--- config.mk ---
export PLATFORM = sky130hd
export DESIGN_NAME = oper2
export DESIGN_NICKNAME = d
export VERILOG_FILES = /design/src/logic/pdp8_isa_pkg.sv /design/src/logic/oper2.sv
export VERILOG_INCLUDE_DIRS = /design/src /design/src/logic
export SDC_FILE = /design/constraint.sdc
export NUM_CORES = 1
export LEC_CHECK = 0
export ABC_CLOCK_PERIOD_IN_PS = 1300
export BUFFER_PORTS_ARGS = -buffer_cell sky130_fd_sc_hd__buf_4
export CORE_AREA = 2 2 39 41
export DETAILED_ROUTE_END_ITERATION = 16
export DIE_AREA = 0 0 41 43
export GPL_ROUTABILITY_DRIVEN = 0
export SETUP_SLACK_MARGIN = 0.3
export SLEW_MARGIN = 20
export SYNTH_ARGS = -nofsm -noshare
export SYNTH_HDL_FRONTEND = slang
export SYNTH_SLANG_ARGS = --single-unit
--- constraint.sdc ---
create_clock -name vclk -period 1.3
set_input_delay 0.13 -clock vclk [all_inputs]
set_output_delay 0.13 -clock vclk [all_outputs]
set_load 0.005 [all_outputs]
--- src/logic/pdp8_cfg.svh ---
// PDP-8 core sizing

`ifndef PDP8_CFG_SVH
`define PDP8_CFG_SVH

// Twelve-bit words and addresses.
`define PDP8_WORD_W 12
`define PDP8_ADDR_W 12

// One 4K field of core.
`define PDP8_MEM_WORDS 4096

// Words per memory page.
`define PDP8_PAGE_WORDS 128

`endif

--- src/logic/pdp8_isa_pkg.sv ---
// PDP-8 instruction set definitions

`default_nettype none

package pdp8_isa_pkg;

    typedef enum logic [1:0] {
        ST_HALT  = 2'd0,
        ST_FETCH = 2'd1,
        ST_DEFER = 2'd2,
        ST_EXEC  = 2'd3
    } major_state_t;

    // Instruction bits 0 to 2.
    typedef enum logic [2:0] {
        OP_AND = 3'd0,
        OP_TAD = 3'd1,
        OP_ISZ = 3'd2,
        OP_DCA = 3'd3,
        OP_JMS = 3'd4,
        OP_JMP = 3'd5,
        OP_IOT = 3'd6,
        OP_OPR = 3'd7
    } opcode_t;

    // Memory reference fields.
    localparam int unsigned IND_BIT  = 3;
    localparam int unsigned PAGE_BIT = 4;

    // Operate group select, set for group 2.
    localparam int unsigned GRP_BIT  = 3;

    // Group 1 microcode.
    localparam int unsigned CLA_BIT  = 4;
    localparam int unsigned CLL_BIT  = 5;
    localparam int unsigned CMA_BIT  = 6;
    localparam int unsigned CML_BIT  = 7;
    localparam int unsigned RAR_BIT  = 8;
    localparam int unsigned RAL_BIT  = 9;
    localparam int unsigned TWO_BIT  = 10;
    localparam int unsigned IAC_BIT  = 11;

    // Group 2 microcode, CLA shared with group 1.
    localparam int unsigned SMA_BIT  = 5;
    localparam int unsigned SZA_BIT  = 6;
    localparam int unsigned SNL_BIT  = 7;
    localparam int unsigned REV_BIT  = 8;
    localparam int unsigned OSR_BIT  = 9;
    localparam int unsigned HLT_BIT  = 10;

endpackage

`default_nettype wire

--- src/logic/oper2.sv ---
// Group 2 skip and halt decode

`timescale 1ns/1ps
`default_nettype none

`include "pdp8_cfg.svh"

module oper2 (
    input  pdp8_isa_pkg::major_state_t state,
    input  logic [0:`PDP8_WORD_W-1]    instruction,
    input  logic [0:`PDP8_WORD_W-1]    ac,
    input  logic                       link,
    output logic                       skip,
    output logic                       halt_req
);
    logic grp2_exec;
    logic cond;

    assign grp2_exec = (state == pdp8_isa_pkg::ST_EXEC) &&
                       (instruction[0:2] == pdp8_isa_pkg::OP_OPR) &&
                       instruction[pdp8_isa_pkg::GRP_BIT];

    // Sees ac and link ahead of this instruction's CLA.
    assign cond = (instruction[pdp8_isa_pkg::SMA_BIT] && ac[0]) ||
                  (instruction[pdp8_isa_pkg::SZA_BIT] && ac == '0) ||
                  (instruction[pdp8_isa_pkg::SNL_BIT] && link);

    // Reverse sense with nothing selected is an unconditional skip.
    assign skip     = grp2_exec && (cond ^ instruction[pdp8_isa_pkg::REV_BIT]);
    assign halt_req = grp2_exec && instruction[pdp8_isa_pkg::HLT_BIT];

endmodule

`default_nettype wire

### Word-level counts from Yosys, hierarchy flattened

Index checks and enable logic that the tools add are counted.

* bits in registers: 0
* latch bits: 0
* RAM bits: 0
* bits in read-only memories: 0
* input port bits: 27
* output and inout bits: 2
* word-level logic and storage cells: 13
* memories: 0

* $add $sub $neg: 0
* $mul: 0
* divide/modulo/power cells: 0
* magnitude comparators: 0
* eq/ne operators: 2
* shift-type cells: 0
* multiplexer cells: 0
* bitwise gates (word level): 1
* reductions and logical operators: 10

Operators with widths (number)
* 12-bit logical NOT: 1
* 1-bit logical AND: 7
* 3-bit == test, second input constant: 1
* 2-bit == test, second input constant: 1
* 1-bit logical OR: 2
* 1-bit XOR: 1

### Longest topological paths before layout

* depth after elaboration: 6
* depth in mapped cells: 4
* depth with buffers taken out: 4

### Worst setup path after synthesis

Ideal clock, no wire load.

* path type: input port to output port
* start: input port ac[7] (netlist name)
* end: output port skip
* arrival: 0.933 ns
* data required time: 1.170 ns
* slack: 0.237 ns
* stages on the path: 4
* path buffers: 0
* path through: nor4b_2 > nand4_1 > a2111o_1 > nand2_1

* word-level cells in the longest chain between the ends: 6

RTL lines
* start, declared: RTL line oper2.sv:11 `` input logic [0:`PDP8_WORD_W-1] ac, ``
* 12-bit logical NOT: RTL line oper2.sv:25 `(instruction[pdp8_isa_pkg::SZA_BIT] && ac == '0) ||`
* 1-bit logical AND: RTL line oper2.sv:25
* 1-bit logical OR: RTL line oper2.sv:24 `assign cond = (instruction[pdp8_isa_pkg::SMA_BIT] && ac[0]) ||`
* 1-bit logical OR: RTL line oper2.sv:25
* 1-bit XOR: RTL line oper2.sv:29 `assign skip = grp2_exec && (cond ^ instruction[pdp8_isa_pkg::REV_BIT]);`
* 1-bit logical AND: RTL line oper2.sv:29
* end, declared: RTL line oper2.sv:13 `output logic skip,`

Every way passes these cells.

### Worst setup path in the final report

* start: input port ac[0] (netlist name)
* end: output port skip

* word-level cells in the longest chain between the ends: 6
* elaborated cells between the ends (all ways): 7
* classes of those cells: 1 x bitwise; 6 x reduce/logical

RTL lines (RTL line)
* 12-bit logical NOT: oper2.sv:25
* 1-bit logical AND: oper2.sv:25
* 1-bit logical OR *: oper2.sv:24
* 1-bit logical OR *: oper2.sv:25
* 1-bit XOR *: oper2.sv:29
* 1-bit logical AND *: oper2.sv:29

Mark *: on every way between the ends. The rest lies on a longest branch, timed or not.

==> flow_summary.json <==
{
  "num_vias": 221,
  "p_leak_uw": 0.000152,
  "ant_nets": 0,
  "netlist_area_um2": 91.3,
  "period_minus_slack_ns": 1.34,
  "path_cells": "buf_4, nor4_4, nand4_1, a2111o_1, nand2_1, buf_4",
  "drt_pass1_iterations": 1,
  "ys_top_cells_by_area": "nand4_1, nor4b_2, nor4_2",
  "critPathMaxStageDelay_ns": 0.38,
  "switching_power_uw": 18.6,
  "vias_per_cell": 4.02,
  "initial_core_util_pct": 6.60,
  "synth_commonest_cells": "nand4_1, nand2_1, nor2_1",
  "seq_area_frac_synth_pct": 0,
  "synthesis.nets": 40,
  "final_cells": 55,
  "dpl.cell_count": 55,
  "wl_um": 488,
  "grt_pass1_vias": 164,
  "worst_pin_slew_ns": 0.248,
  "clkPwrFrac_pct": 0,
  "drc": 0,
  "hold_buffers": 0,
  "crit_type": "in -> out",
  "max_slew_margin_pct": 83.5,
  "peakVddDrop_mv": 0.0437,
  "grt-ovfl-total": 0,
  "detail_route.wl_per_cell_um": 8.87,
  "n_clock_buffer": 0,
  "netlist.area_leader.share_pct": 20.5,
  "synth_cell_types": 9,
  "crit_fanout": 2,
  "violations": "setup timing",
  "drtIter0Drc": 0,
  "diodes": 0,
  "dieArea_mm2": 0.00176,
  "design.seq.count": 0,
  "power.density_mw_per_mm2": 221,
  "synth_cells": 13,
  "yosysTopAreaCell": "nand4_1",
  "cp-end-kind": "output port",
  "syn_area_per_cell_um2": 7.03,
  "nets": 68,
  "layout_setup_ws_ns": -0.0402,
  "grt_use_total_pct": 4.60,
  "rsz0062_at_grt": "true",
  "seq_power_share_pct": 0,
  "p_comb_share_pct": 100.0,
  "critPathArrivalTime_ns": 1.21,
  "fp-row-count": 14,
  "fmaxAchievable_mhz": 746,
  "die_h_um": 43,
  "die_w_um": 41,
  "synth_most_common_cell": "nand4_1",
  "synth-warning-count": 0,
  "cap_violations": 0,
  "required_ns": 1.17,
  "fin_crit_sh_pct": 103,
  "regArea_um2": 0,
  "post_cts_buffers": 0,
  "p_int_uw": 51.2,
  "grt_max_degree": 3,
  "hold_path.class": "in -> out",
  "io_pins": 29,
  "portBuffers": 26,
  "final.setup.tns_ns": -0.0402,
  "grt_pass1_wl_um": 593,
  "swShare_pct": 26.6,
  "cp_slowest_cell": "a2111o_1",
  "cpMostUsedCell": "buf_4",
  "slew_viol_final": 0,
  "hpwl_um": 461,
  "startpoint_type": "input pin",
  "final-setup-viol-count": 1,
  "antenna_found_initial": 0,
  "drive_above_1_share_pct": 71.8,
  "core_mm2": 0.00138,
  "hold_viol": 0,
  "status": "complete, but fails checks",
  "syn_to_final_growth_pct": 245
}
-- cells by family (layout without fill, tap and decap cells) --
kind of cell,count (synthesis),count (layout),share of synthesized area (%)
AND/OR/NAND/NOR,11,11,79.5
AO/OA/AOI/OAI,2,2,20.6
buffers and inverters,0,26,0
-- critical path, delay by kind of cell --
family          cells  cell delay (ns)
buf+inv             2             0.22
compound gates      1             0.38
simple gates        3             0.47
-- area by class of cell --
class | instances | area [um2]
timing repair buffer | 26 | 195
fill | 156 | 1070
tap | 16 | 20.0
multi-input combinational | 13 | 100
-- metrics by stage --
| stage | cell area, um2 | util [%] | hold WS [ns] | setup slack (ns) | total power, uW |
|---|---|---|---|---|---|
| floorplan | 91.3 | - | 0.363 | 0.239 | 8.26 |
| global placement | 307 | 22.2 | 0.538 | -0.0380 | 66.5 |
| detailed placement | 307 | 22.2 | 0.539 | -0.0558 | 67.7 |
| CTS | 307 | 22.2 | 0.543 | -0.0562 | 67.9 |
| global route | 315 | 22.8 | 0.563 | -0.117 | 75.9 |
| finish | 315 | 22.8 | 0.539 | -0.0402 | 69.7 |
-- power groups by stage --
| stage | logic, uW | registers [uW] | clock network, uW |
|---|---|---|---|
| after floorplan | 8.26 | 0 | 0 |
| after global placement | 66.5 | 0 | 0 |
| after detailed placement | 67.7 | 0 | 0 |
| after CTS | 67.9 | 0 | 0 |
| after global routing | 75.9 | 0 | 0 |
| final | 69.7 | 0 | 0 |
-- layout by cell type, fill, tap and decap left out --
cell / count
buf_4: 26
nand4_1: 3
nor2_1: 2
nand2_1: 2
nor4_4: 1
nor4b_2: 1
nor3_1: 1
a22oi_1: 1
a2111o_1: 1
and2_1: 1
-- metal layers --
metal / vias to the layer above / routed length (um) / global-route usage (%) / share of wire, %
li1: 108 / - / - / -
met1: 87 / 158 / 4.75 / 32
met2: 26 / 179 / 8.75 / 37
met3: 0 / 149 / 1.57 / 31
met4: 0 / 0 / 0 / 0
met5: - / 0 / 0 / 0
-- final timing paths --
check	startpoint	to	slack, ns	depth (start not counted)
max	ac[0]	skip	-0.04	6
min	instruction[10]	halt_req	0.54	3
-- repair_timing --
action / 4_1_cts / 5_1_grt
pin swaps: 0 / 1
resized for setup: 0 / 1
setup endpoints to repair: 1 / 1
Note: power is estimated with default switching activity, not from simulation.
