<file path="src/logic/pdp8_cfg.svh">
// PDP-8 core sizing

`ifndef PDP8_CFG_SVH
`define PDP8_CFG_SVH

// Twelve-bit words and addresses.
`define PDP8_WORD_W 12
`define PDP8_ADDR_W 12

// One 4K field of core.
`define PDP8_MEM_WORDS 4096

// Words per memory page.
`define PDP8_PAGE_WORDS 128

`endif

</file>
<file path="src/logic/panel_pkg.sv">
// Front panel command encoding

`default_nettype none

package panel_pkg;

    typedef enum logic [2:0] {
        PNL_NONE = 3'd0,
        PNL_LOAD = 3'd1,
        PNL_DEP  = 3'd2,
        PNL_EXAM = 3'd3,
        PNL_CONT = 3'd4
    } panel_cmd_t;

endpackage

`default_nettype wire

</file>
<file path="src/logic/front_panel.sv">
// Front panel switch decoder

`timescale 1ns/1ps
`default_nettype none

module front_panel (
    input  logic                  clk,
    input  logic                  rst_n,
    input  logic                  run,
    input  logic                  load_sw,
    input  logic                  dep_sw,
    input  logic                  exam_sw,
    input  logic                  cont_sw,
    output panel_pkg::panel_cmd_t panel_cmd
);
    // Bit 0 load, 1 deposit, 2 examine, 3 continue.
    logic [3:0] sync1;
    logic [3:0] sync2;
    logic [3:0] prev;
    logic [3:0] rise;

    assign rise = sync2 & ~prev;

    always_ff @(posedge clk or negedge rst_n)
    begin
        if (!rst_n)
        begin
            sync1     <= '0;
            sync2     <= '0;
            prev      <= '0;
            panel_cmd <= panel_pkg::PNL_NONE;
        end
        else
        begin
            sync1 <= {cont_sw, exam_sw, dep_sw, load_sw};
            sync2 <= sync1;
            prev  <= sync2;
            // Machine leaves HALT on the cycle after CONT.
            if (run || panel_cmd == panel_pkg::PNL_CONT)
                panel_cmd <= panel_pkg::PNL_NONE;
            else if (rise[0])
                panel_cmd <= panel_pkg::PNL_LOAD;
            else if (rise[1])
                panel_cmd <= panel_pkg::PNL_DEP;
            else if (rise[2])
                panel_cmd <= panel_pkg::PNL_EXAM;
            else if (rise[3])
                panel_cmd <= panel_pkg::PNL_CONT;
            else
                panel_cmd <= panel_pkg::PNL_NONE;
        end
    end

endmodule

`default_nettype wire

</file>
<file path="config.mk">
export PLATFORM = sky130hd
export DESIGN_NAME = front_panel
export DESIGN_NICKNAME = d
export VERILOG_FILES = /design/src/logic/pdp8_cfg.svh /design/src/logic/panel_pkg.sv /design/src/logic/front_panel.sv
export SDC_FILE = /design/constraint.sdc
export NUM_CORES = 1
export LEC_CHECK = 0
export ABC_AREA = 1
export BUFFER_PORTS_ARGS = -buffer_cell sky130_fd_sc_hd__buf_4
export CORE_AREA = 8 8 45 47
export DETAILED_ROUTE_END_ITERATION = 10
export DIE_AREA = 0 0 53 55
export SETUP_SLACK_MARGIN = 0.5
export SYNTH_ARGS = -nofsm -noshare
export SYNTH_HDL_FRONTEND = slang
export SYNTH_SLANG_ARGS = --single-unit
</file>
<file path="constraint.sdc">
create_clock -name clk -period 0.8 [get_ports clk]
set_input_delay 0.12 -clock clk [delete_from_list [all_inputs] [get_ports clk]]
set_output_delay 0.12 -clock clk [all_outputs]
set_load 0.05 [all_outputs]
</file>
=== After elaboration in Yosys (flattened, before gate mapping) ===
Cells that the tools add are included.

* Register bits: 15
* Output and inout port bits: 3

* Equal/unequal tests: 1
* Muxes and demuxes: 5
* Bitwise operators: 2
* Reductions and logical operators: 1

{| class="wikitable"
|+ Operators with widths
! cell !! count
|-
| $mux W3 || 5
|-
| $and A4 B4 Y4 || 1
|-
| $not A4 Y4 || 1
|-
| $eq A3 B3 Y1 const B || 1
|-
| $logic_or A1 B1 Y1 || 1
|}

=== Logic depth before layout (Yosys ltp) ===
Gate-level depths: netlist of run 1.

* Depth after elaboration: 7
* Depth in mapped cells: 6
* Depth with buffers taken out: 6

=== Worst setup path after synthesis of run 1 ===
No wires, ideal clock.

* Path type: register -> register
* From: reg panel_cmd[1]
* To: reg panel_cmd[1]
* Library setup time: 0.121 ns
* Data arrival time: 0.929 ns
* Setup slack: -0.249 ns
* Cell stages (with the launch flop): 5
* Path buffers: 0
* Period minus slack after synthesis: 1.049 ns
* Cells stage by stage: dfrtp_1 nor2_1 nand2_1 nand2_1 nor2_1

* Word-level cells in the longest chain between the ends: 3

{| class="wikitable"
|+ Ends and longest elaborated chain
! element !! line !! source
|-
| from (decl) || front_panel.sv:14 || <nowiki>output panel_pkg::panel_cmd_t panel_cmd</nowiki>
|-
| from (signal assigned) || front_panel.sv:31 || <nowiki>panel_cmd <= panel_pkg::PNL_NONE;</nowiki>
|-
| from (signal assigned) || front_panel.sv:40 || <nowiki>panel_cmd <= panel_pkg::PNL_NONE;</nowiki>
|-
| from (signal assigned) || front_panel.sv:42 || <nowiki>panel_cmd <= panel_pkg::PNL_LOAD;</nowiki>
|-
| $eq A3 B3 Y1 || front_panel.sv:39 || <nowiki>if (run || panel_cmd == panel_pkg::PNL_CONT)</nowiki>
|-
| $logic_or A1 B1 Y1 || front_panel.sv:39 ||
|-
| $mux W3 || front_panel.sv:39 ||
|}

No other way between the ends.

=== Worst setup path after layout of run 1 ===
* From: reg panel_cmd[0]
* To: out panel_cmd[0]

No word-level cell between the ends.

==> results of run 1 <==
-- final timing paths --
path | startpoint | end | cells past startpoint
setup reg to reg | panel_cmd[2]$_DFF_PN0_ | panel_cmd[0]$_DFF_PN0_ | 4
hold reg to reg | sync1[1]$_DFF_PN0_ | sync2[1]$_DFF_PN0_ | 0
min in group clk | dep_sw | sync1[1]$_DFF_PN0_ | 1
setup / recovery | panel_cmd[0]$_DFF_PN0_ | panel_cmd[0] | 1
max in group asynchronous | rst_n | panel_cmd[2]$_DFF_PN0_ | 1
hold / removal | rst_n | panel_cmd[1]$_DFF_PN0_ | 1
-- cells by family after synthesis --
kind of cell	Yosys count	synth area share
buffers and inverters	8	0.0612
DFF	15	0.765
AOI/OAI and AO/OA	1	0.0179
and+or+nand+nor	15	0.156
-- per-layer routing --
layer,up-vias,wire length [um],GRT usage
met1,141,245,0.0492
met3,2,73,0.0187
met4,0,6,0.0517
met5,-,0,0
met2,10,327,0.0957
li1,140,-,-
-- sequential cells by signal, summed over array words and instances, names as in the netlist --
| register | count |
|---|---|
| prev | 4 |
| sync1 | 4 |
| sync2 | 4 |
| panel_cmd | 3 |
-- cell type report --
cell class | count | area, um^2
Fill cell | 140 | 739
Timing Repair Buffer | 10 | 86.3
Tap cell | 16 | 20.0
Inverter | 8 | 30.0
Multi-Input combinational cell | 16 | 103
Sequential cell | 15 | 379
Clock buffer | 4 | 26.3
-- layout by cell type (no fill, tap or decap), drive strengths merged --
master	synthesis	final
buf	0	10
inv	7	7
a21oi	1	1
dfrtp	15	15
clkbuf	0	4
nand2	9	9
clkinv	1	1
nor2	6	6
-- where the power goes --
group          internal, mW  total, mW  switching, mW  leakage [nW]
registers             0.797      0.815         0.0184         0.176
clock network         0.193      0.408          0.215        0.0150
logic                0.0564      0.138         0.0815         0.122
total                  1.05       1.36          0.315         0.313
-- repair_timing --
| item | in CTS | in global routing |
|---|---|---|
| pin swaps | 3 | 0 |
| resized for setup | 4 | 3 |
| setup endpoints to repair | 14 | 14 |
| endpoints found under the hold margin | 19 | 19 |
| buffers inserted | 1 | 0 |
==> summary.txt, run 1 <==
================================================================================
Synthesis-to-layout area growth ...................................        31.4%
Pre-antenna DRT Iters .............................................            2
Largest net degree at the start of global routing .................           16
Largest fanout on the critical path ...............................            2
Antenna Nets Post-Route ...........................................            0
Type of the setup path with the least slack ....................... flip-flop to output pin
Async SR Flop Fraction ............................................         1.00
Flop and latch count out of synthesis .............................           15
Instance count of the mapped netlist ..............................           39
Detail-routed net length per standard cell ........................      9.45 um
Cell breakdown of the critical path ...............................        buf_6
Clock buffers created by TritonCTS ................................            3
Accumulated negative setup slack ..................................    -0.621 ns
Part of the Yosys area used for sequential elements ...............        0.765
Cell type with the largest total area after synthesis ............. sky130_fd_sc_hd__dfrtp_1
Path class of the lowest-slack min-delay path ..................... input port to async pin
Final-layout worst hold slack .....................................    -0.320 ns
Warning count from the yosys run ..................................            0
Number of sinks driven by the clock tree ..........................           15
Family with the most delay on the worst path ......................   flip-flops
Root buffer selected by CTS ....................................... sky130_fd_sc_hd__clkbuf_4
Total setup violations reported at the end of the flow ............            6
Register-to-register setup slack ..................................     -0.06 ns
Critical path launch point type ...................................    flip-flop
Final Power .......................................................      1.36 mW
Clk pin slew, worst setup/hold paths ..............................      0.08 ns
Net total in the final layout .....................................           61
Largest stage delay, worst path ...................................      0.42 ns
Main area contributors after synthesis ............................ sky130_fd_sc_hd__dfrtp_1, sky130_fd_sc_hd__nand2_1, sky130_fd_sc_hd__nand2_2, sky130_fd_sc_hd__inv_1, sky130_fd_sc_hd__nor2_2
Final global-route overflow total .................................            0
Most numerous cell types in the synthesized netlist ............... sky130_fd_sc_hd__dfrtp_1, sky130_fd_sc_hd__nand2_1, sky130_fd_sc_hd__inv_1
Overall die area ..................................................    2920 um^2
Total power density per cell area ................................. 2110 nW/um^2
Number of ports placed on the die boundary ........................           10
Routed Wire Length ................................................       652 um
Finished Layout Cells .............................................           69
Initial antenna violation count ...................................            0
Cell area after technology mapping ................................     490 um^2
Area inside the core boundary .....................................    1380 um^2
Final Util ........................................................        0.466
Drc violations ....................................................            0
I/O Buffers .......................................................            9
Violations in the final reports ................................... negative hold slack, negative setup slack
Vias per inst .....................................................         4.25
Most instantiated library cell after synthesis .................... sky130_fd_sc_hd__dfrtp_1
CTS H-Tree Depth ..................................................            1
Worst slack at placement .......................................... -0.000786 ns
Number of enable flip-flop cells after synthesis ..................            0
Pin slew with the least headroom to its limit .....................     0.188 ns
Vias in the first global route ....................................          302
Vert. Die Dim .....................................................        55 um
Number of antenna cells inserted ..................................            0
Placed inst area ..................................................     584 um^2
Capturing element type of the critical path .......................   output pin
Share of the clock period used by the worst path ..................         1.20
WP data arrival ...................................................      0.84 ns
Post-Syn Nets .....................................................           46
Number of DRC markers after the initial detailed-route iteration ..            1
Worst endpoint required time ......................................      0.68 ns
Crit path buf inv count ...........................................            1
First-pass GRT wire length ........................................      1.13 mm
Half-perimeter wire length after detailed placement ...............       493 um
Fraction of layout cells with a size suffix above 1 ...............        0.547
Max-slew headroom .................................................        0.874
Per-instance average area after synthesis .........................    12.6 um^2
CP max-delay cell ................................................. sky130_fd_sc_hd__dfrtp_2
Highest ir drop seen on vdd .......................................      1030 uV
Peak Freq .........................................................     1040 MHz
Leading register cell type out of synthesis ....................... sky130_fd_sc_hd__dfrtp_1
Die width .........................................................        53 um
Routability congestion estimate ...................................        0.679
TritonCTS clock tree ..............................................        built
Global-route total usage across every layer .......................       0.0549
Clock skew ........................................................   0.00222 ns
Slew Viols, Final .................................................            0
Deepest clock path buffer count ...................................            2
Unrepaired setup endpoints after global routing ...................         true
Via Count .........................................................          293
Instance count after placement with tap cells included ............           64
Number of hold violations in the final report .....................           19
Run status ........................................................ finished, violations left
Min Tclk post-route ...............................................     0.961 ns
Reported max-cap violation count ..................................            0
Skew-Pair Late Insertion Delay ....................................      0.27 ns
FP Rows ...........................................................           14
Final design instance area without fill ...........................     644 um^2
Synth unique cells ................................................           10
Standby leakage power .............................................     0.313 nW
Worst Setup Slack, final ..........................................    -0.161 ns
Starting Density ..................................................        0.354
Fraction of synthesized cell area taken by the top area cell type .        0.765
================================================================================
Note: power is estimated with default switching activity, not from simulation.
==> inputs of run 2 (changes only) <==
Settings changed: SLEW_MARGIN set to 20, TNS_END_PERCENT set to 5.
==> run 2 against run 1 <==
Against the previous run: the run still ends with negative hold slack, negative setup slack left; die area stayed put; cell area is 3.5% lower; register-to-register slack better by 0.05 ns; global-route usage is 0.11 points lower; final cell count is 1.4% lower; via count is 2.0% lower; core utilization is 1.6 points lower; critical path type unchanged.
==> summary.txt, run 2 (synthesis results as in run 1) <==
===============================================================================
Placed inst area .................................................     584 um^2   unchanged
CTS H-Tree Depth .................................................            1   unchanged
Reg-to-Reg End ................................................... panel_cmd[1]$_DFF_PN0_   was panel_cmd[0]$_DFF_PN0_
Deepest clock path buffer count ..................................            2   unchanged
Number of antenna cells inserted .................................            0   unchanged
Via Count ........................................................          287   was 293
Total power density per cell area ................................ 2170 nW/um^2   was 2110 nW/um^2
Switching power as a share of total power ........................        0.228   was 0.232
Initial antenna violation count ..................................            0   unchanged
First-pass GRT wire length .......................................      1.10 mm   was 1.13 mm
Half-perimeter wire length after detailed placement ..............       493 um   unchanged
Family with the most delay on the worst path .....................   flip-flops   unchanged
Highest ir drop seen on vdd ......................................      1030 uV   about the same
I/O Buffers ......................................................            9   unchanged
Final global-route overflow total ................................            0   unchanged
Antenna Nets Post-Route ..........................................            0   unchanged
CP max-delay cell ................................................ sky130_fd_sc_hd__dfrtp_2   unchanged
Max-slew headroom ................................................        0.873   was 0.874
Slew Viols, Final ................................................            0   unchanged
Largest stage delay, worst path ..................................      0.42 ns   about the same
Clock buffers created by TritonCTS ...............................            3   unchanged
Fillers ..........................................................          137   was 140
Final-layout worst hold slack ....................................    -0.319 ns   was -0.320 ns
Worst endpoint required time .....................................      0.68 ns   about the same
Routability congestion estimate ..................................        0.679   unchanged
Type of the setup path with the least slack ...................... flip-flop to output pin   unchanged
WP data arrival ..................................................      0.84 ns   about the same
Vert. Die Dim ....................................................        55 um   unchanged
Overall die area .................................................    2920 um^2   unchanged
Largest fanout on the critical path ..............................            2   unchanged
Cell count of the worst reg-to-reg path ..........................            4   unchanged
Synthesis-to-layout area growth ..................................        26.8%   was 31.4%
TritonCTS clock tree .............................................        built   unchanged
Footprint of the flip-flops and latches ..........................     379 um^2   unchanged
Number of sinks driven by the clock tree .........................           15   unchanged
Violations in the final reports .................................. negative hold slack, negative setup slack   unchanged
Setup Buffers After CTS ..........................................            0   was 1
Net switching component of the power .............................     0.308 mW   was 0.315 mW
Skew-Pair Late Insertion Delay ...................................      0.27 ns   about the same
Clock skew .......................................................   0.00222 ns   about the same
Number of DRC markers after the initial detailed-route iteration .            1   unchanged
Final design instance area without fill ..........................     622 um^2   was 644 um^2
Run status ....................................................... finished, violations left   unchanged
Clk pin slew, worst setup/hold paths .............................      0.08 ns   about the same
Final Power ......................................................      1.35 mW   was 1.36 mW
Vias in the first global route ...................................          298   was 302
Registers with the most flip-flops ............................... prev x4, sync1 x4, sync2 x4   unchanged
Number of hold violations in the final report ....................           19   unchanged
Register-to-register setup slack .................................     -0.01 ns   was -0.06 ns
Path class of the lowest-slack min-delay path .................... input port to async pin   unchanged
Routed Wire Length ...............................................       624 um   was 652 um
Total setup violations reported at the end of the flow ...........            5   was 6
Fraction of layout cells with a size suffix above 1 ..............        0.500   was 0.547
Root buffer selected by CTS ...................................... sky130_fd_sc_hd__clkbuf_4   unchanged
Top library cells by usage in the layout, fill and taps aside .... sky130_fd_sc_hd__dfrtp_1, sky130_fd_sc_hd__buf_4, sky130_fd_sc_hd__nand2_1, sky130_fd_sc_hd__inv_1, sky130_fd_sc_hd__nand2_2   was sky130_fd_sc_hd__dfrtp_1, sky130_fd_sc_hd__buf_4, sky130_fd_sc_hd__nand2_2, sky130_fd_sc_hd__inv_1, sky130_fd_sc_hd__nand2_1
Net total in the final layout ....................................           60   was 61
Die width ........................................................        53 um   unchanged
Proportion of power drawn by the clock network ...................        0.302   was 0.300
Reported max-cap violation count .................................            0   unchanged
Peak Freq ........................................................     1040 MHz   about the same
Share of the clock period used by the worst path .................         1.20   about the same
Detail-routed net length per standard cell .......................      9.18 um   was 9.45 um
Drc violations ...................................................            0   unchanged
Vias per inst ....................................................         4.22   was 4.25
Worst reg2reg path startpoint .................................... panel_cmd[1]$_DFF_PN0_   was panel_cmd[2]$_DFF_PN0_
Min Tclk post-route ..............................................     0.960 ns   was 0.961 ns
Pin slew with the least headroom to its limit ....................     0.190 ns   was 0.188 ns
Critical path launch point type ..................................    flip-flop   unchanged
Most common library cell in the layout ignoring fill and taps .... sky130_fd_sc_hd__dfrtp_1   unchanged
Unrepaired setup endpoints after global routing ..................         true   unchanged
Flop pwr share ...................................................        0.604   was 0.599
Area occupied by multi-input gates ...............................    87.6 um^2   was 103 um^2
FP Rows ..........................................................           14   unchanged
Pre-antenna DRT Iters ............................................            2   unchanged
Largest net degree at the start of global routing ................           16   unchanged
Starting Density .................................................        0.354   unchanged
Worst Setup Slack, final .........................................    -0.160 ns   was -0.161 ns
Cell breakdown of the critical path ..............................        buf_6   unchanged
Global-route total usage across every layer ......................       0.0538   was 0.0549
Number of ports placed on the die boundary .......................           10   unchanged
Standby leakage power ............................................     0.306 nW   was 0.313 nW
Crit path buf inv count ..........................................            1   unchanged
Relative contribution of combinational cells to total power ......        0.093   was 0.101
Area inside the core boundary ....................................    1380 um^2   unchanged
Final Util .......................................................        0.449   was 0.466
Capturing element type of the critical path ......................   output pin   unchanged
Internal power summed over all cells .............................      1.04 mW   was 1.05 mW
Accumulated negative setup slack .................................    -0.490 ns   was -0.621 ns
===============================================================================
==> run 2: changes by cell type in the layout (fill, tap and decap cells not counted) <==
cell / change
sky130_fd_sc_hd__buf_4: -1
sky130_fd_sc_hd__nand2_4: -1
sky130_fd_sc_hd__nor2_4: -1
sky130_fd_sc_hd__nor2_1: +1
sky130_fd_sc_hd__nand2_1: +1
==> run 2: worst max path at each step <==
stage                      startpoint                      to  depth (start not counted)
4_1_cts        panel_cmd[0]$_DFF_PN0_            panel_cmd[0]                          1
3_3_place_gp   panel_cmd[1]$_DFF_PN0_  panel_cmd[1]$_DFF_PN0_                          4
3_5_place_dp   panel_cmd[1]$_DFF_PN0_  panel_cmd[1]$_DFF_PN0_                          4
2_1_floorplan  panel_cmd[1]$_DFF_PN0_  panel_cmd[1]$_DFF_PN0_                          4
6_report       panel_cmd[0]$_DFF_PN0_            panel_cmd[0]                          1
5_1_grt        panel_cmd[0]$_DFF_PN0_            panel_cmd[0]                          1
==> run 2: through the flow <==
stage,cells,setup WS (ns)
after floorplan,39,-0.134
final,68,-0.160
after global placement,64,0.0232
after global routing,68,-0.197
after detailed placement,64,-0.000786
after CTS,68,-0.172
==> run 2: repair_timing <==
item,CTS,global route
endpoints found under the hold margin,19,19
gates resized for setup,3,0
endpoints found under the setup margin,14,14
cloned,0,0
==> run 2: metal layers <==
layer  global-route usage  vias up  part of all wire
li1                     -      138                 -
met1               0.0476      137              0.39
met4               0.0517        0            0.0096
met2               0.0938       10              0.49
met3               0.0187        2              0.12
met5                    0        -                 0
==> run 2: cell type report <==
class | instances | share of cell area
clock buffers | 4 | 0.0423
inverters | 8 | 0.0483
multi-input cells | 16 | 0.141
flip-flops and latches | 15 | 0.610
well taps | 16 | 0.0322
repair buffers | 9 | 0.127
==> run 2: power groups by stage <==
| stage | clock (mW) | combinational, mW | sequential [mW] |
|---|---|---|---|
| CTS | 0.424 | 0.130 | 0.816 |
| detailed placement | 0 | 0.125 | 0.830 |
| global route | 0.453 | 0.139 | 0.821 |
| finish | 0.408 | 0.126 | 0.815 |
| global placement | 0 | 0.123 | 0.827 |
| floorplan | 0 | 0.0437 | 0.854 |
