===== config.mk =====
export PLATFORM = sky130hd
export DESIGN_NAME = state_machine
export DESIGN_NICKNAME = d
export VERILOG_FILES = /design/src/logic/panel_pkg.sv /design/src/logic/pdp8_isa_pkg.sv /design/src/logic/state_machine.sv
export VERILOG_INCLUDE_DIRS = /design/src /design/src/logic
export SDC_FILE = /design/constraint.sdc
export NUM_CORES = 1
export LEC_CHECK = 0
export BUFFER_PORTS_ARGS = -buffer_cell sky130_fd_sc_hd__buf_2
export CAP_MARGIN = 20
export CORE_AREA = 4 4 41 43
export DETAILED_ROUTE_END_ITERATION = 6
export DIE_AREA = 0 0 45 47
export GPL_TIMING_DRIVEN = 1
export PLACE_DENSITY = 0.48
export SLEW_MARGIN = 15
export SYNTH_ARGS = -nofsm -noshare
export SYNTH_HDL_FRONTEND = slang
export SYNTH_SLANG_ARGS = --single-unit

===== constraint.sdc =====
create_clock -name clk -period 1.38 [get_ports clk]
set_input_delay 0 -clock clk [delete_from_list [all_inputs] [get_ports clk]]
set_output_delay 0 -clock clk [all_outputs]
set_load 0.005 [all_outputs]

===== src/logic/pdp8_cfg.svh =====
// PDP-8 core sizing

`ifndef PDP8_CFG_SVH
`define PDP8_CFG_SVH

// Twelve-bit words and addresses.
`define PDP8_WORD_W 12
`define PDP8_ADDR_W 12

// One 4K field of core.
`define PDP8_MEM_WORDS 4096

// Words per memory page.
`define PDP8_PAGE_WORDS 128

`endif


===== src/logic/panel_pkg.sv =====
// Front panel command encoding

`default_nettype none

package panel_pkg;

    typedef enum logic [2:0] {
        PNL_NONE = 3'd0,
        PNL_LOAD = 3'd1,
        PNL_DEP  = 3'd2,
        PNL_EXAM = 3'd3,
        PNL_CONT = 3'd4
    } panel_cmd_t;

endpackage

`default_nettype wire


===== src/logic/pdp8_isa_pkg.sv =====
// PDP-8 instruction set definitions

`default_nettype none

package pdp8_isa_pkg;

    typedef enum logic [1:0] {
        ST_HALT  = 2'd0,
        ST_FETCH = 2'd1,
        ST_DEFER = 2'd2,
        ST_EXEC  = 2'd3
    } major_state_t;

    // Instruction bits 0 to 2.
    typedef enum logic [2:0] {
        OP_AND = 3'd0,
        OP_TAD = 3'd1,
        OP_ISZ = 3'd2,
        OP_DCA = 3'd3,
        OP_JMS = 3'd4,
        OP_JMP = 3'd5,
        OP_IOT = 3'd6,
        OP_OPR = 3'd7
    } opcode_t;

    // Memory reference fields.
    localparam int unsigned IND_BIT  = 3;
    localparam int unsigned PAGE_BIT = 4;

    // Operate group select, set for group 2.
    localparam int unsigned GRP_BIT  = 3;

    // Group 1 microcode.
    localparam int unsigned CLA_BIT  = 4;
    localparam int unsigned CLL_BIT  = 5;
    localparam int unsigned CMA_BIT  = 6;
    localparam int unsigned CML_BIT  = 7;
    localparam int unsigned RAR_BIT  = 8;
    localparam int unsigned RAL_BIT  = 9;
    localparam int unsigned TWO_BIT  = 10;
    localparam int unsigned IAC_BIT  = 11;

    // Group 2 microcode, CLA shared with group 1.
    localparam int unsigned SMA_BIT  = 5;
    localparam int unsigned SZA_BIT  = 6;
    localparam int unsigned SNL_BIT  = 7;
    localparam int unsigned REV_BIT  = 8;
    localparam int unsigned OSR_BIT  = 9;
    localparam int unsigned HLT_BIT  = 10;

endpackage

`default_nettype wire


===== src/logic/state_machine.sv =====
// Major state sequencer

`timescale 1ns/1ps
`default_nettype none

`include "pdp8_cfg.svh"

module state_machine (
    input  logic                        clk,
    input  logic                        rst_n,
    input  panel_pkg::panel_cmd_t       panel_cmd,
    input  logic [0:`PDP8_WORD_W-1]     instruction,
    input  logic                        halt_req,
    output pdp8_isa_pkg::major_state_t  state,
    output logic                        run
);
    pdp8_isa_pkg::opcode_t opcode;
    logic                  mem_ref;
    logic                  indirect;

    assign opcode   = pdp8_isa_pkg::opcode_t'(instruction[0:2]);
    assign mem_ref  = (opcode != pdp8_isa_pkg::OP_IOT) && (opcode != pdp8_isa_pkg::OP_OPR);
    assign indirect = mem_ref && instruction[pdp8_isa_pkg::IND_BIT];

    always_ff @(posedge clk or negedge rst_n)
    begin
        if (!rst_n)
        begin
            state <= pdp8_isa_pkg::ST_HALT;
            run   <= 1'b0;
        end
        else
        begin
            case (state)
                pdp8_isa_pkg::ST_HALT:
                begin
                    if (panel_cmd == panel_pkg::PNL_CONT)
                    begin
                        state <= pdp8_isa_pkg::ST_FETCH;
                        run   <= 1'b1;
                    end
                end
                pdp8_isa_pkg::ST_FETCH:
                begin
                    // Instruction word is still on the memory output here.
                    if (indirect)
                        state <= pdp8_isa_pkg::ST_DEFER;
                    else
                        state <= pdp8_isa_pkg::ST_EXEC;
                end
                pdp8_isa_pkg::ST_DEFER:
                    state <= pdp8_isa_pkg::ST_EXEC;
                default:
                begin
                    if (halt_req)
                    begin
                        state <= pdp8_isa_pkg::ST_HALT;
                        run   <= 1'b0;
                    end
                    else
                        state <= pdp8_isa_pkg::ST_FETCH;
                end
            endcase
        end
    end

    // Panel commands only arrive while the machine sits in HALT.
    a_cmd_in_halt: assert property (@(posedge clk) disable iff (!rst_n)
        panel_cmd != panel_pkg::PNL_NONE |-> state == pdp8_isa_pkg::ST_HALT);

endmodule

`default_nettype wire


* Word level (Yosys, flattened, before mapping) *
Cells that the tools add are included.

storage, ports and cells
  register bits after elaboration = 3
  input port bits = 18
  output and inout port bits = 3
  word-level logic and storage cells = 22

cells by class
  equal/unequal tests = 6
  multiplexer cells = 7
  bitwise logic cells = 1
  reduce and logical (&&, ||, !) cells = 6

operators by type and width
  kind                count
  $ne 3x3->1 const B  2
  $pmux 2 s3          1
  $mux 1              4
  $eq 3x3->1 const B  1
  $reduce_and 3->1    1
  $eq 2x1->1 const B  1
  $eq 2x2->1 const B  1
  $logic_and 1x1->1   2
  $logic_not 2->1     1
  $mux 2              1
  $ne 2x2->1 const B  1
  $pmux 1 s2          1
  $reduce_bool 2->1   1
  $reduce_or 2->1     1
  $not 1->1           1

* Depth between registers and ports, before layout *
Gate-level depths: netlist of the first run.

  depth in word-level cells = 5
  gate-level depth with buffers = 5
  mapped depth without buffers = 5

* Least setup slack after synthesis of the first run *
OpenSTA, ideal clock, no wires.

  path kind = flip-flop to flip-flop
  start point = reg state[0]
  end point = reg run
  setup time = 0.122 ns
  arrival time = 1.083 ns
  setup slack = 0.175 ns
  stages on the path, launching flop included = 6
  buffers on the path = 0
  cells stage by stage = dfrtp_1 inv_1 ha_1 inv_1 o211ai_1 a32o_1

on the way
  longest elaborated chain between the ends = 4

RTL lines
  element                                   line                 RTL
  start, declared                           state_machine.sv:14  output pdp8_isa_pkg::major_state_t state,
  start signal, assigned                    state_machine.sv:29  state <= pdp8_isa_pkg::ST_HALT;
  start signal, assigned                    state_machine.sv:39  state <= pdp8_isa_pkg::ST_FETCH;
  start signal, assigned                    state_machine.sv:47  state <= pdp8_isa_pkg::ST_DEFER;
  $eq 2x2->1 or $eq 2x1->1 (tied branches)  state_machine.sv:34  case (state)
  $reduce_or 2->1 (no line)                 --
  $not 1->1 (no line)                       --
  $reduce_and 3->1 (no line)                --
  end signal, assigned                      state_machine.sv:30  run <= 1'b0;
  end signal, assigned                      state_machine.sv:40  run <= 1'b1;
  end signal, assigned                      state_machine.sv:58  run <= 1'b0;
  end, declared                             state_machine.sv:15  output logic run

Several ways; a longest one is shown, not always the timed one.
A chain may end at the register's enable or synchronous reset.

* Final worst setup path of the first run *
Same ends and word-level chain as after synthesis.

==> results of run 1 <==
==> where the power goes <==
part           switching, mW  total, mW  internal (mW)
clock                 0.0486      0.157          0.109
combinational          0.193      0.375          0.182
sequential            0.0397      0.178          0.138
total                  0.281      0.710          0.429
==> how the worst min path moves through the flow <==
| stage | from | end | slack, ns | cells past startpoint |
|---|---|---|---|---|
| 2_1_floorplan | rst_n | run$_DFFE_PN0P_ | -0.30 | 0 |
| 3_3_place_gp | rst_n | run$_DFFE_PN0P_ | -0.20 | 1 |
| 3_5_place_dp | rst_n | run$_DFFE_PN0P_ | -0.20 | 1 |
| 4_1_cts | rst_n | run$_DFFE_PN0P_ | 0.08 | 2 |
| 5_1_grt | rst_n | run$_DFFE_PN0P_ | 0.09 | 2 |
| 6_report | rst_n | run$_DFFE_PN0P_ | 0.08 | 2 |
==> layer usage <==
metal	GRT usage (%)	up-vias	part of all wire, %
met5	0	-	0
met4	1.754	0	0
met3	4.981	0	16
met2	7.910	14	33
met1	6.378	92	50
li1	-	112	-
==> through the flow <==
step | std cells | cell area (um^2) | utilization [%]
floorplan | 22 | 226.5 | -
global placement | 48 | 300.3 | 23.08
detailed placement | 48 | 300.3 | 23.08
CTS | 53 | 336.6 | 25.87
global route | 53 | 339.1 | 26.06
finish | 53 | 339.1 | 26.06
==> synthesized netlist by cell type <==
master | number | area [um^2]
ha_1 | 4 | 50.05
inv_1 | 4 | 15.01
dfrtp_1 | 3 | 75.07
o21ai_0 | 2 | 10.01
a2111oi_2 | 1 | 15.01
a21bo_1 | 1 | 10.01
a32o_1 | 1 | 10.01
nand2_1 | 1 | 3.750
nand2b_1 | 1 | 6.260
nor3b_2 | 1 | 12.51
o211ai_1 | 1 | 7.510
o21ai_1 | 1 | 5.000
o22ai_1 | 1 | 6.260
==> critical path, delay by kind of cell (launching register included) <==
kind	cells	cell delay [ns]
compound gates	2	0.29
flops	1	0.39
fa+ha+maj	1	0.28
buf+inv	2	0.18
==> sequential cells by signal (all words and copies together) (netlist names) <==
signal / cells
run: 1
state: 2
==> cells by family after synthesis <==
| family | count (synthesis) | share of synthesized area [%] |
|---|---|---|
| buffers and inverters | 4 | 6.628 |
| flip-flops | 3 | 33.15 |
| AND/OR/NAND/NOR | 3 | 9.944 |
| adder cells (fa/ha/maj) | 4 | 22.10 |
| AO/OA/AOI/OAI | 8 | 28.18 |
==> timing repair <==
item | CTS | global route
resized for setup | 0 | 2
endpoints found under the hold margin | 3 | 0
setup endpoints to repair | 0 | 2
hold buffers | 1 | 0
==> layout make-up <==
type	instances	area (um^2)
Sequential cell	3	75.07
Timing Repair Buffer	12	65.06
Clock buffer	4	26.28
Inverter	4	15.01
Multi-Input combinational cell	15	138.9
Fill cell	159	962.2
Tap cell	15	18.77
==> metrics.md, run 1 <==
| Metric | Value |
|---|---|
| Share of cells above drive strength 1 | around 47% |
| Commonest non-fill, non-tap cell in the layout | buf_2 |
| Total clock sinks | 3 |
| Slew Viols, Final | 0 |
| Final WL | 496 um |
| Core footprint | 1301 um^2 |
| Die X | 45 um |
| Setup TNS | 0 ns |
| Drt pass-1 iters | 2 |
| Final nets | 61 |
| R2R setup slack | roughly 0.12 ns |
| Total power | 0.7101 mW |
| Worst Setup End Kind | flop |
| Worst setup SP type | flop |
| Minimum clock period | 1.265 ns |
| Crit-path max FO | 4 |
| Crit-path slowest cell | dfrtp_1 |
| Total number of vias | 218 |
| I/O Buffers | 11 |
| Most frequent cells in the layout | buf_2, inv_1, ha_1, clkbuf_4, dfrtp_1 |
| Number of diodes | 0 |
| TritonCTS Buffers | 3 |
| R2R cell count | 5 |
| Flip-flop and latch count after synthesis | 3 |
| Synth Instances | 22 |
| GR Util All Layers | 5.692% |
| Clk_skew | 0.001990 ns |
| Final hold vios | 0 |
| Worst skew pair latency | 0.23 ns |
| Outcome | completed |
| Critical Path Start | state[0]$_DFFE_PN0P_ |
| Pwr dens | roughly 2100 nW/um^2 |
| FF-to-FF Start | state[0]$_DFFE_PN0P_ |
| Setup crit end | run$_DFFE_PN0P_ |
| Worst path cell trace | inv_1 -> ha_2 -> inv_1 -> o211ai_1 -> a32o_1 |
| HP Class | in -> async |
| Most common cell type on the critical path | inv_1 |
| Fmax | 790.6 MHz |
| H-tree levels | 1 |
| Required time of the critical path | 1.50 ns |
| Final Setup Violations | 0 |
| Fin worst setup slack | 0.1151 ns |
| Syn_nets | 44 |
| Pin count of the biggest net entering global routing | 5 |
| Post-DRT Antenna Nets | 0 |
| Reg clk slew, reported paths | ~0.040 ns |
| Critical path type | reg -> reg |
| Ys Warns | 0 |
| Synth unique cells | 13 |
| Critical path's largest stage delay | 0.39 ns |
| Die height | 47 um |
| FP Rows | 13 |
| Slew headroom | 82.43% |
| DR DRC count | 0 |
| Clock root cell | clkbuf_4 |
| Fin crit share | around nine tenths |
| Sequential share of the synthesized area | about a third |
| Grt ovf | 0 |
| Initial antenna violation count | 0 |
| Leak | 0.1704 nW |
| TritonCTS clock tree | built |
| Max_cap viols | 0 |
| Mean Syn Cell Area | between 10 and 15 um^2 |
| DP Wirelength | 392.2 um |
| Starting DRT DRC Count | 2 |
| Initial core utilization | 17.40% |
| Longest Clk Path Bufs | 2 |
| Critical Path AT | about 1.4 ns |
| # IOs | 21 |
| Least-Margin Pin Slew | between 0.2 and 0.3 ns |
| Hold Worst Slack | between 0.08 and 0.09 ns |
| Average wire per standard cell | 9.358 um |
| Total setup buffers inserted after CTS | 0 |
| Vias in the first global route | 228 |
| DIE AREA | 2115 um^2 |
| Vias per cell | 4.113 |
| Synth-to-layout area growth | 49.72% |
| First-pass GRT wire length | 834 um |
| VDD IR max | 0.9367 mV |
| Mapped cell area | 226.5 um^2 |
| Place WS | about 0.10 ns |
| Critical R2R Capture | run$_DFFE_PN0P_ |
| Placer Congestion | 0.7573 |
| RSZ-0062 raised after global routing | no |
Note: power is estimated with default switching activity, not from simulation.
==> run 2: changes to the inputs <==
- clock period: 1.38 -> 1.32 ns (I/O delays scaled with it)
==> run 2 against run 1 <==
Non-clock buffer count up 2. Flip-flop and latch count unchanged. Wire length up 9.1%. Critical endpoint unchanged. Largest cell class unchanged. Highest routed layer unchanged.
==> metrics.md, run 2 (synthesis results as in run 1) <==
| Metric | Value |
|---|---|
| Outcome | completed |
| Starting DRT DRC Count | 3 (+1) |
| Longest Clk Path Bufs | 2 (unchanged) |
| HP Class | in -> async |
| Minimum clock period | 1.226 ns (-0.03887 ns) |
| Crit-path max FO | 4 (unchanged) |
| Clock root cell | clkbuf_4 |
| DP Wirelength | 392.2 um (unchanged) |
| Critical path type | reg -> reg |
| Place WS | 0.04471 ns (-0.06000 ns) |
| Share of cells above drive strength 1 | 55.00% (+7.6 points) |
| R2R setup slack | 0.09 ns (-0.02 ns) |
| Fmax | 815.6 MHz (+3.2%) |
| Total power | 0.8074 mW (+14%) |
| Critical R2R Capture | run$_DFFE_PN0P_ |
| I/O Buffers | 11 (unchanged) |
| Final hold vios | 0 (unchanged) |
| Average wire per standard cell | 9.836 um (+5.1%) |
| Fin worst setup slack | 0.09397 ns (-0.02113 ns) |
| Placed Instance Area | 300.3 um^2 (unchanged) |
| Most frequent cells in the layout | buf_2, inv_2, ha_1, clkbuf_4, dfrtp_1 |
| CP bufs+invs | 2 (unchanged) |
| Fin crit share | 92.88% (+1.2 points) |
| Most flop-heavy register | state |
| Total clock sinks | 3 (unchanged) |
| Final core utilization | 27.21% (+1.2 points) |
| H-tree levels | 1 (unchanged) |
| DIE AREA | 2115 um^2 (unchanged) |
| FP Rows | 13 (unchanged) |
| Vias in the first global route | 228 (unchanged) |
| Commonest non-fill, non-tap cell in the layout | buf_2 |
| Worst path cell trace | inv_2 -> ha_2 -> inv_2 -> o211ai_1 -> a32o_1 |
| Total number of vias | 225 (+3.2%) |
| Largest register FFs | 2 (unchanged) |
| Number of diodes | 0 (unchanged) |
| Largest delay share family, worst path | flip-flops |
| FF-to-FF Start | state[1]$_DFFE_PN0P_ |
| Clk_skew | 0.0006923 ns (-0.001298 ns) |
| TritonCTS clock tree | built |
| Slew Viols, Final | 0 (unchanged) |
| Initial core utilization | 17.40% (unchanged) |
| Initial antenna violation count | 0 (unchanged) |
| Reg clk slew, reported paths | 0.04 ns (about the same) |
| Synth-to-layout area growth | 56.35% |
| Required time of the critical path | 1.44 ns (-0.06 ns) |
| Biggest regs | state: 2 flops, run: 1 flops |
| Core footprint | 1301 um^2 (unchanged) |
| Placer Congestion | 0.7573 (unchanged) |
| TritonCTS Buffers | 3 (unchanged) |
| Design Area, Final | 354.1 um^2 (+4.4%) |
| Final WL | 541 um (+9.1%) |
| GR Util All Layers | 5.692% (unchanged) |
| Critical path's largest stage delay | 0.41 ns (+0.02 ns) |
| Die height | 47 um (unchanged) |
| RSZ-0062 raised after global routing | no |
| Grt ovf | 0 (unchanged) |
| VDD IR max | 0.9989 mV (+6.6%) |
| Die X | 45 um (unchanged) |
| # IOs | 21 (unchanged) |
| Post-DRT Antenna Nets | 0 (unchanged) |
| Least-Margin Pin Slew | 0.2703 ns (+0.007268 ns) |
| Setup TNS | 0 ns (unchanged) |
| Final nets | 63 (+3.3%) |
| R2R cell count | 5 (unchanged) |
| Vias per cell | 4.091 (-0.54%) |
| Most common cell type on the critical path | inv_2 |
| Slew headroom | 81.94% (-0.49 points) |
| Crit-path slowest cell | dfrtp_1 |
| Final Setup Violations | 0 (unchanged) |
| Drt pass-1 iters | 4 (+2) |
| Pwr dens | 2280 nW/um^2 (+8.9%) |
| Pin count of the biggest net entering global routing | 5 (unchanged) |
| Leak | 0.1779 nW (+4.4%) |
| Worst skew pair latency | 0.23 ns (about the same) |
| Worst setup SP type | flop |
| DR DRC count | 0 (unchanged) |
| Max_cap viols | 0 (unchanged) |
| Worst Setup End Kind | flop |
| First-pass GRT wire length | 834 um (unchanged) |
| Critical Path AT | 1.34 ns (-0.04 ns) |
## run 2: cell count changes in the layout (fill, tap and decap cells not counted), sizes merged
cell  change
buf       +2
## run 2: how the worst max path moves through the flow
stage / start / to / slack (ns) / cells past startpoint
after floorplan: state[0]$_DFFE_PN0P_ / run$_DFFE_PN0P_ / 0.12 / 5
after global placement: state[1]$_DFFE_PN0P_ / run$_DFFE_PN0P_ / 0.04 / 4
after detailed placement: state[1]$_DFFE_PN0P_ / run$_DFFE_PN0P_ / 0.04 / 4
after CTS: state[1]$_DFFE_PN0P_ / run$_DFFE_PN0P_ / 0.03 / 4
after global routing: state[1]$_DFFE_PN0P_ / run$_DFFE_PN0P_ / 0.002 / 5
final: state[1]$_DFFE_PN0P_ / run$_DFFE_PN0P_ / 0.09 / 5
## run 2: worst register-to-register path, cell delays in order, from the launching register on
cell and delay (ns):
dfrtp_1 0.41, inv_2 0.09, ha_2 0.27, inv_2 0.05, o211ai_1 0.07, a32o_1 0.21
## run 2: per-stage QoR
stage	std cells	hold WS, ns
2_1_floorplan	22	-0.2956
3_3_place_gp	48	-0.2006
3_5_place_dp	48	-0.2004
4_1_cts	53	0.08130
5_1_grt	55	0.08548
6_report	55	0.08363
## run 2: cell type report
class | instances | area (um^2)
fill | 159 | 947.2
multi-input combinational | 15 | 138.9
timing repair buffer | 14 | 80.08
sequential | 3 | 75.07
clock buffer | 4 | 26.28
tap | 15 | 18.77
inverter | 4 | 15.01
## run 2: timing repair
| item | CTS | global route |
|---|---|---|
| resized for setup | 0 | 4 |
| setup endpoints to repair | 0 | 3 |
| hold buffers | 1 | 0 |
| buffers inserted | 0 | 2 |
| hold endpoints to repair | 3 | 0 |
## run 2: per-layer routing
metal / part of all wire, % / vias up / track usage [%] / wire, um
met2: 39 / 14 / 7.910 / 211
met3: 15 / 0 / 4.981 / 82
li1: - / 116 / - / -
met5: 0 / - / 0 / 0
met1: 46 / 95 / 6.378 / 247
met4: 0 / 0 / 1.754 / 0
## run 2: where the power goes
part           internal, mW  total, mW  switching, mW  leakage (nW)
Sequential            0.144      0.188         0.0435        0.0358
Clock                 0.114      0.166         0.0527        0.0150
Combinational         0.232      0.453          0.221         0.127
==> run 3: changes to the inputs <==
- GPL_TIMING_DRIVEN: 1 -> 0
- clock period: 1.32 -> 1.34 ns (I/O delays scaled with it)
==> run 3 against run 2 <==
Wire length down 5.0%. Clock power about the same. Clock skew about the same. Sequential power about the same. Non-clock buffer count down 1. Clock-buffer cell count unchanged. Combinational power down 9.3%. Critical path depth unchanged. Utilization down 0.58 points. Final cell count down 1.8%. Cell area down 2.1%.
==> metrics.md, run 3 (synthesis results as in run 1) <==
| Metric | Value |
|---|---|
| Clock root cell | clkbuf_4 |
| Number of diodes | 0 (unchanged) |
| Initial antenna violation count | 0 (unchanged) |
| Reg clk slew, reported paths | 0.04 ns (about the same) |
| Vias per cell | 4.111 (+0.49%) |
| Fin worst setup slack | 0.09995 ns (+0.005976 ns) |
| Net switching fraction of the power | 39.40% (+0.092 points) |
| Leak | 0.1742 nW (-2.1%) |
| Pwr dens | 2191 nW/um^2 (-3.9%) |
| Worst skew pair latency | 0.23 ns (about the same) |
| Core footprint | 1301 um^2 (unchanged) |
| Average wire per standard cell | 9.519 um (-3.2%) |
| Fin crit share | 92.54% (-0.34 points) |
| TritonCTS Buffers | 3 (unchanged) |
| Most flop-heavy register | state |
| Most frequent cells in the layout | buf_2, ha_1, clkbuf_4, dfrtp_1 |
| Final hold vios | 0 (unchanged) |
| Share of cells above drive strength 1 | 51.28% (-3.7 points) |
| GR Util All Layers | 5.692% (unchanged) |
| Worst setup SP type | flop |
| Design Area, Final | 346.6 um^2 (-2.1%) |
| Placed Instance Area | 300.3 um^2 (unchanged) |
| Starting DRT DRC Count | 2 (-1) |
| Final nets | 62 (-1.6%) |
| Least-Margin Pin Slew | 0.2631 ns (-0.007268 ns) |
| Total number of vias | 222 (-1.3%) |
| First-pass GRT wire length | 834 um (unchanged) |
| Max_cap viols | 0 (unchanged) |
| Hold Worst Slack | 0.08416 ns (+0.0005258 ns) |
| TritonCTS clock tree | built |
| Final core utilization | 26.63% (-0.58 points) |
| Commonest non-fill, non-tap cell in the layout | buf_2 |
| Required time of the critical path | 1.46 ns (+0.02 ns) |
| VDD IR max | 0.9747 mV (-2.4%) |
| Clk_skew | 0.001028 ns (+0.0003358 ns) |
| Die X | 45 um (unchanged) |
| Place WS | 0.06471 ns (+0.02000 ns) |
| I/O Buffers | 11 (unchanged) |
| DR DRC count | 0 (unchanged) |
| Pin count of the biggest net entering global routing | 5 (unchanged) |
| Pint | 0.4601 mW (-6.1%) |
| Slew Viols, Final | 0 (unchanged) |
| Final std cells w/o fill | 54 (-1.8%) |
| Crit-path max FO | 4 (unchanged) |
| DP Wirelength | 392.2 um (unchanged) |
| Initial core utilization | 17.40% (unchanged) |
| Logic pwr share | 54.2% (-1.9 points) |
| Clk pwr share | 21.5% (+0.9 points) |
| Psw | 0.2992 mW (-5.7%) |
| # IOs | 21 (unchanged) |
| Slew headroom | 82.43% (+0.49 points) |
| Sequential share of power | 24.4% (+1.1 points) |
| DIE AREA | 2115 um^2 (unchanged) |
| Final WL | 514 um (-5.0%) |
| Critical path type | reg -> reg |
| Biggest regs | state: 2 flops, run: 1 flops |
| Grt ovf | 0 (unchanged) |
| Placer Congestion | 0.7573 (unchanged) |
| Final Setup Violations | 0 (unchanged) |
| Total clock sinks | 3 (unchanged) |
| Placed Cells incl. Taps | 48 (unchanged) |
| Vias in the first global route | 228 (unchanged) |
| HP Class | in -> async |
| Outcome | completed |
| Largest register FFs | 2 (unchanged) |
| H-tree levels | 1 (unchanged) |
| Setup TNS | 0 ns (unchanged) |
| Drt pass-1 iters | 2 (-2) |
| Synth-to-layout area growth | 53.04% |
| Worst Setup End Kind | flop |
| Minimum clock period | 1.240 ns (+0.01402 ns) |
| Critical Path AT | 1.36 ns (+0.02 ns) |
| Post-DRT Antenna Nets | 0 (unchanged) |
| Longest Clk Path Bufs | 2 (unchanged) |
| Die height | 47 um (unchanged) |
| Fmax | 806.4 MHz (-1.1%) |
| FP Rows | 13 (unchanged) |
| Total power | 0.7593 mW (-6.0%) |
==> run 3: cell count changes in the layout (fill, tap and decap cells not counted) <==
cell | previous run | this run
inv_1 | 1 | 2
inv_2 | 3 | 2
buf_4 | 2 | 1
==> run 3: cell type report <==
| cell class | count | area [um^2] |
|---|---|---|
| flip-flops and latches | 3 | 75.07 |
| well taps | 15 | 18.77 |
| inverters | 4 | 15.01 |
| multi-input cells | 15 | 138.9 |
| clock buffers | 4 | 26.28 |
| repair buffers | 13 | 72.57 |
| fillers | 159 | 954.7 |
==> run 3: final timing paths <==
| path | startpoint | end | slack (ns) | depth (start not counted) |
|---|---|---|---|---|
| setup / recovery | state[1]$_DFFE_PN0P_ | run$_DFFE_PN0P_ | 0.1 | 5 |
| hold / removal | rst_n | run$_DFFE_PN0P_ | 0.08 | 2 |
| setup reg to reg | state[1]$_DFFE_PN0P_ | run$_DFFE_PN0P_ | 0.1 | 5 |
| hold reg to reg | run$_DFFE_PN0P_ | run$_DFFE_PN0P_ | 0.50 | 1 |
| max in group asynchronous | rst_n | state[0]$_DFFE_PN0P_ | 1.15 | 2 |
| min in group clk | halt_req | state[0]$_DFFE_PN0P_ | 0.09 | 4 |
==> run 3: metal layers <==
metal	GRT usage (%)	part of all wire, %	up-vias
met5	0	0	-
met1	6.378	49	94
met3	4.981	16	0
met4	1.754	0	0
met2	7.910	35	14
li1	-	-	114
==> run 3: repair_timing <==
action                     4_1_cts  5_1_grt
hold buffers                     1        0
hold endpoints to repair         3        0
setup endpoints to repair        0        3
resized for setup                0        3
buffers inserted                 0        1
==> run 3: worst max-delay path, stage by stage, from the launching register on <==
cell,delay [ns]
dfrtp_1,0.41
inv_2,0.09
ha_2,0.27
inv_1,0.07
o211ai_1,0.08
a32o_1,0.21
==> run 3: power groups by stage <==
stage	clock network (mW)	logic (mW)	registers [mW]
finish	0.163	0.411	0.185
global route	0.180	0.486	0.194
CTS	0.169	0.383	0.183
detailed placement	0	0.376	0.183
global placement	0	0.383	0.183
floorplan	0	0.263	0.184
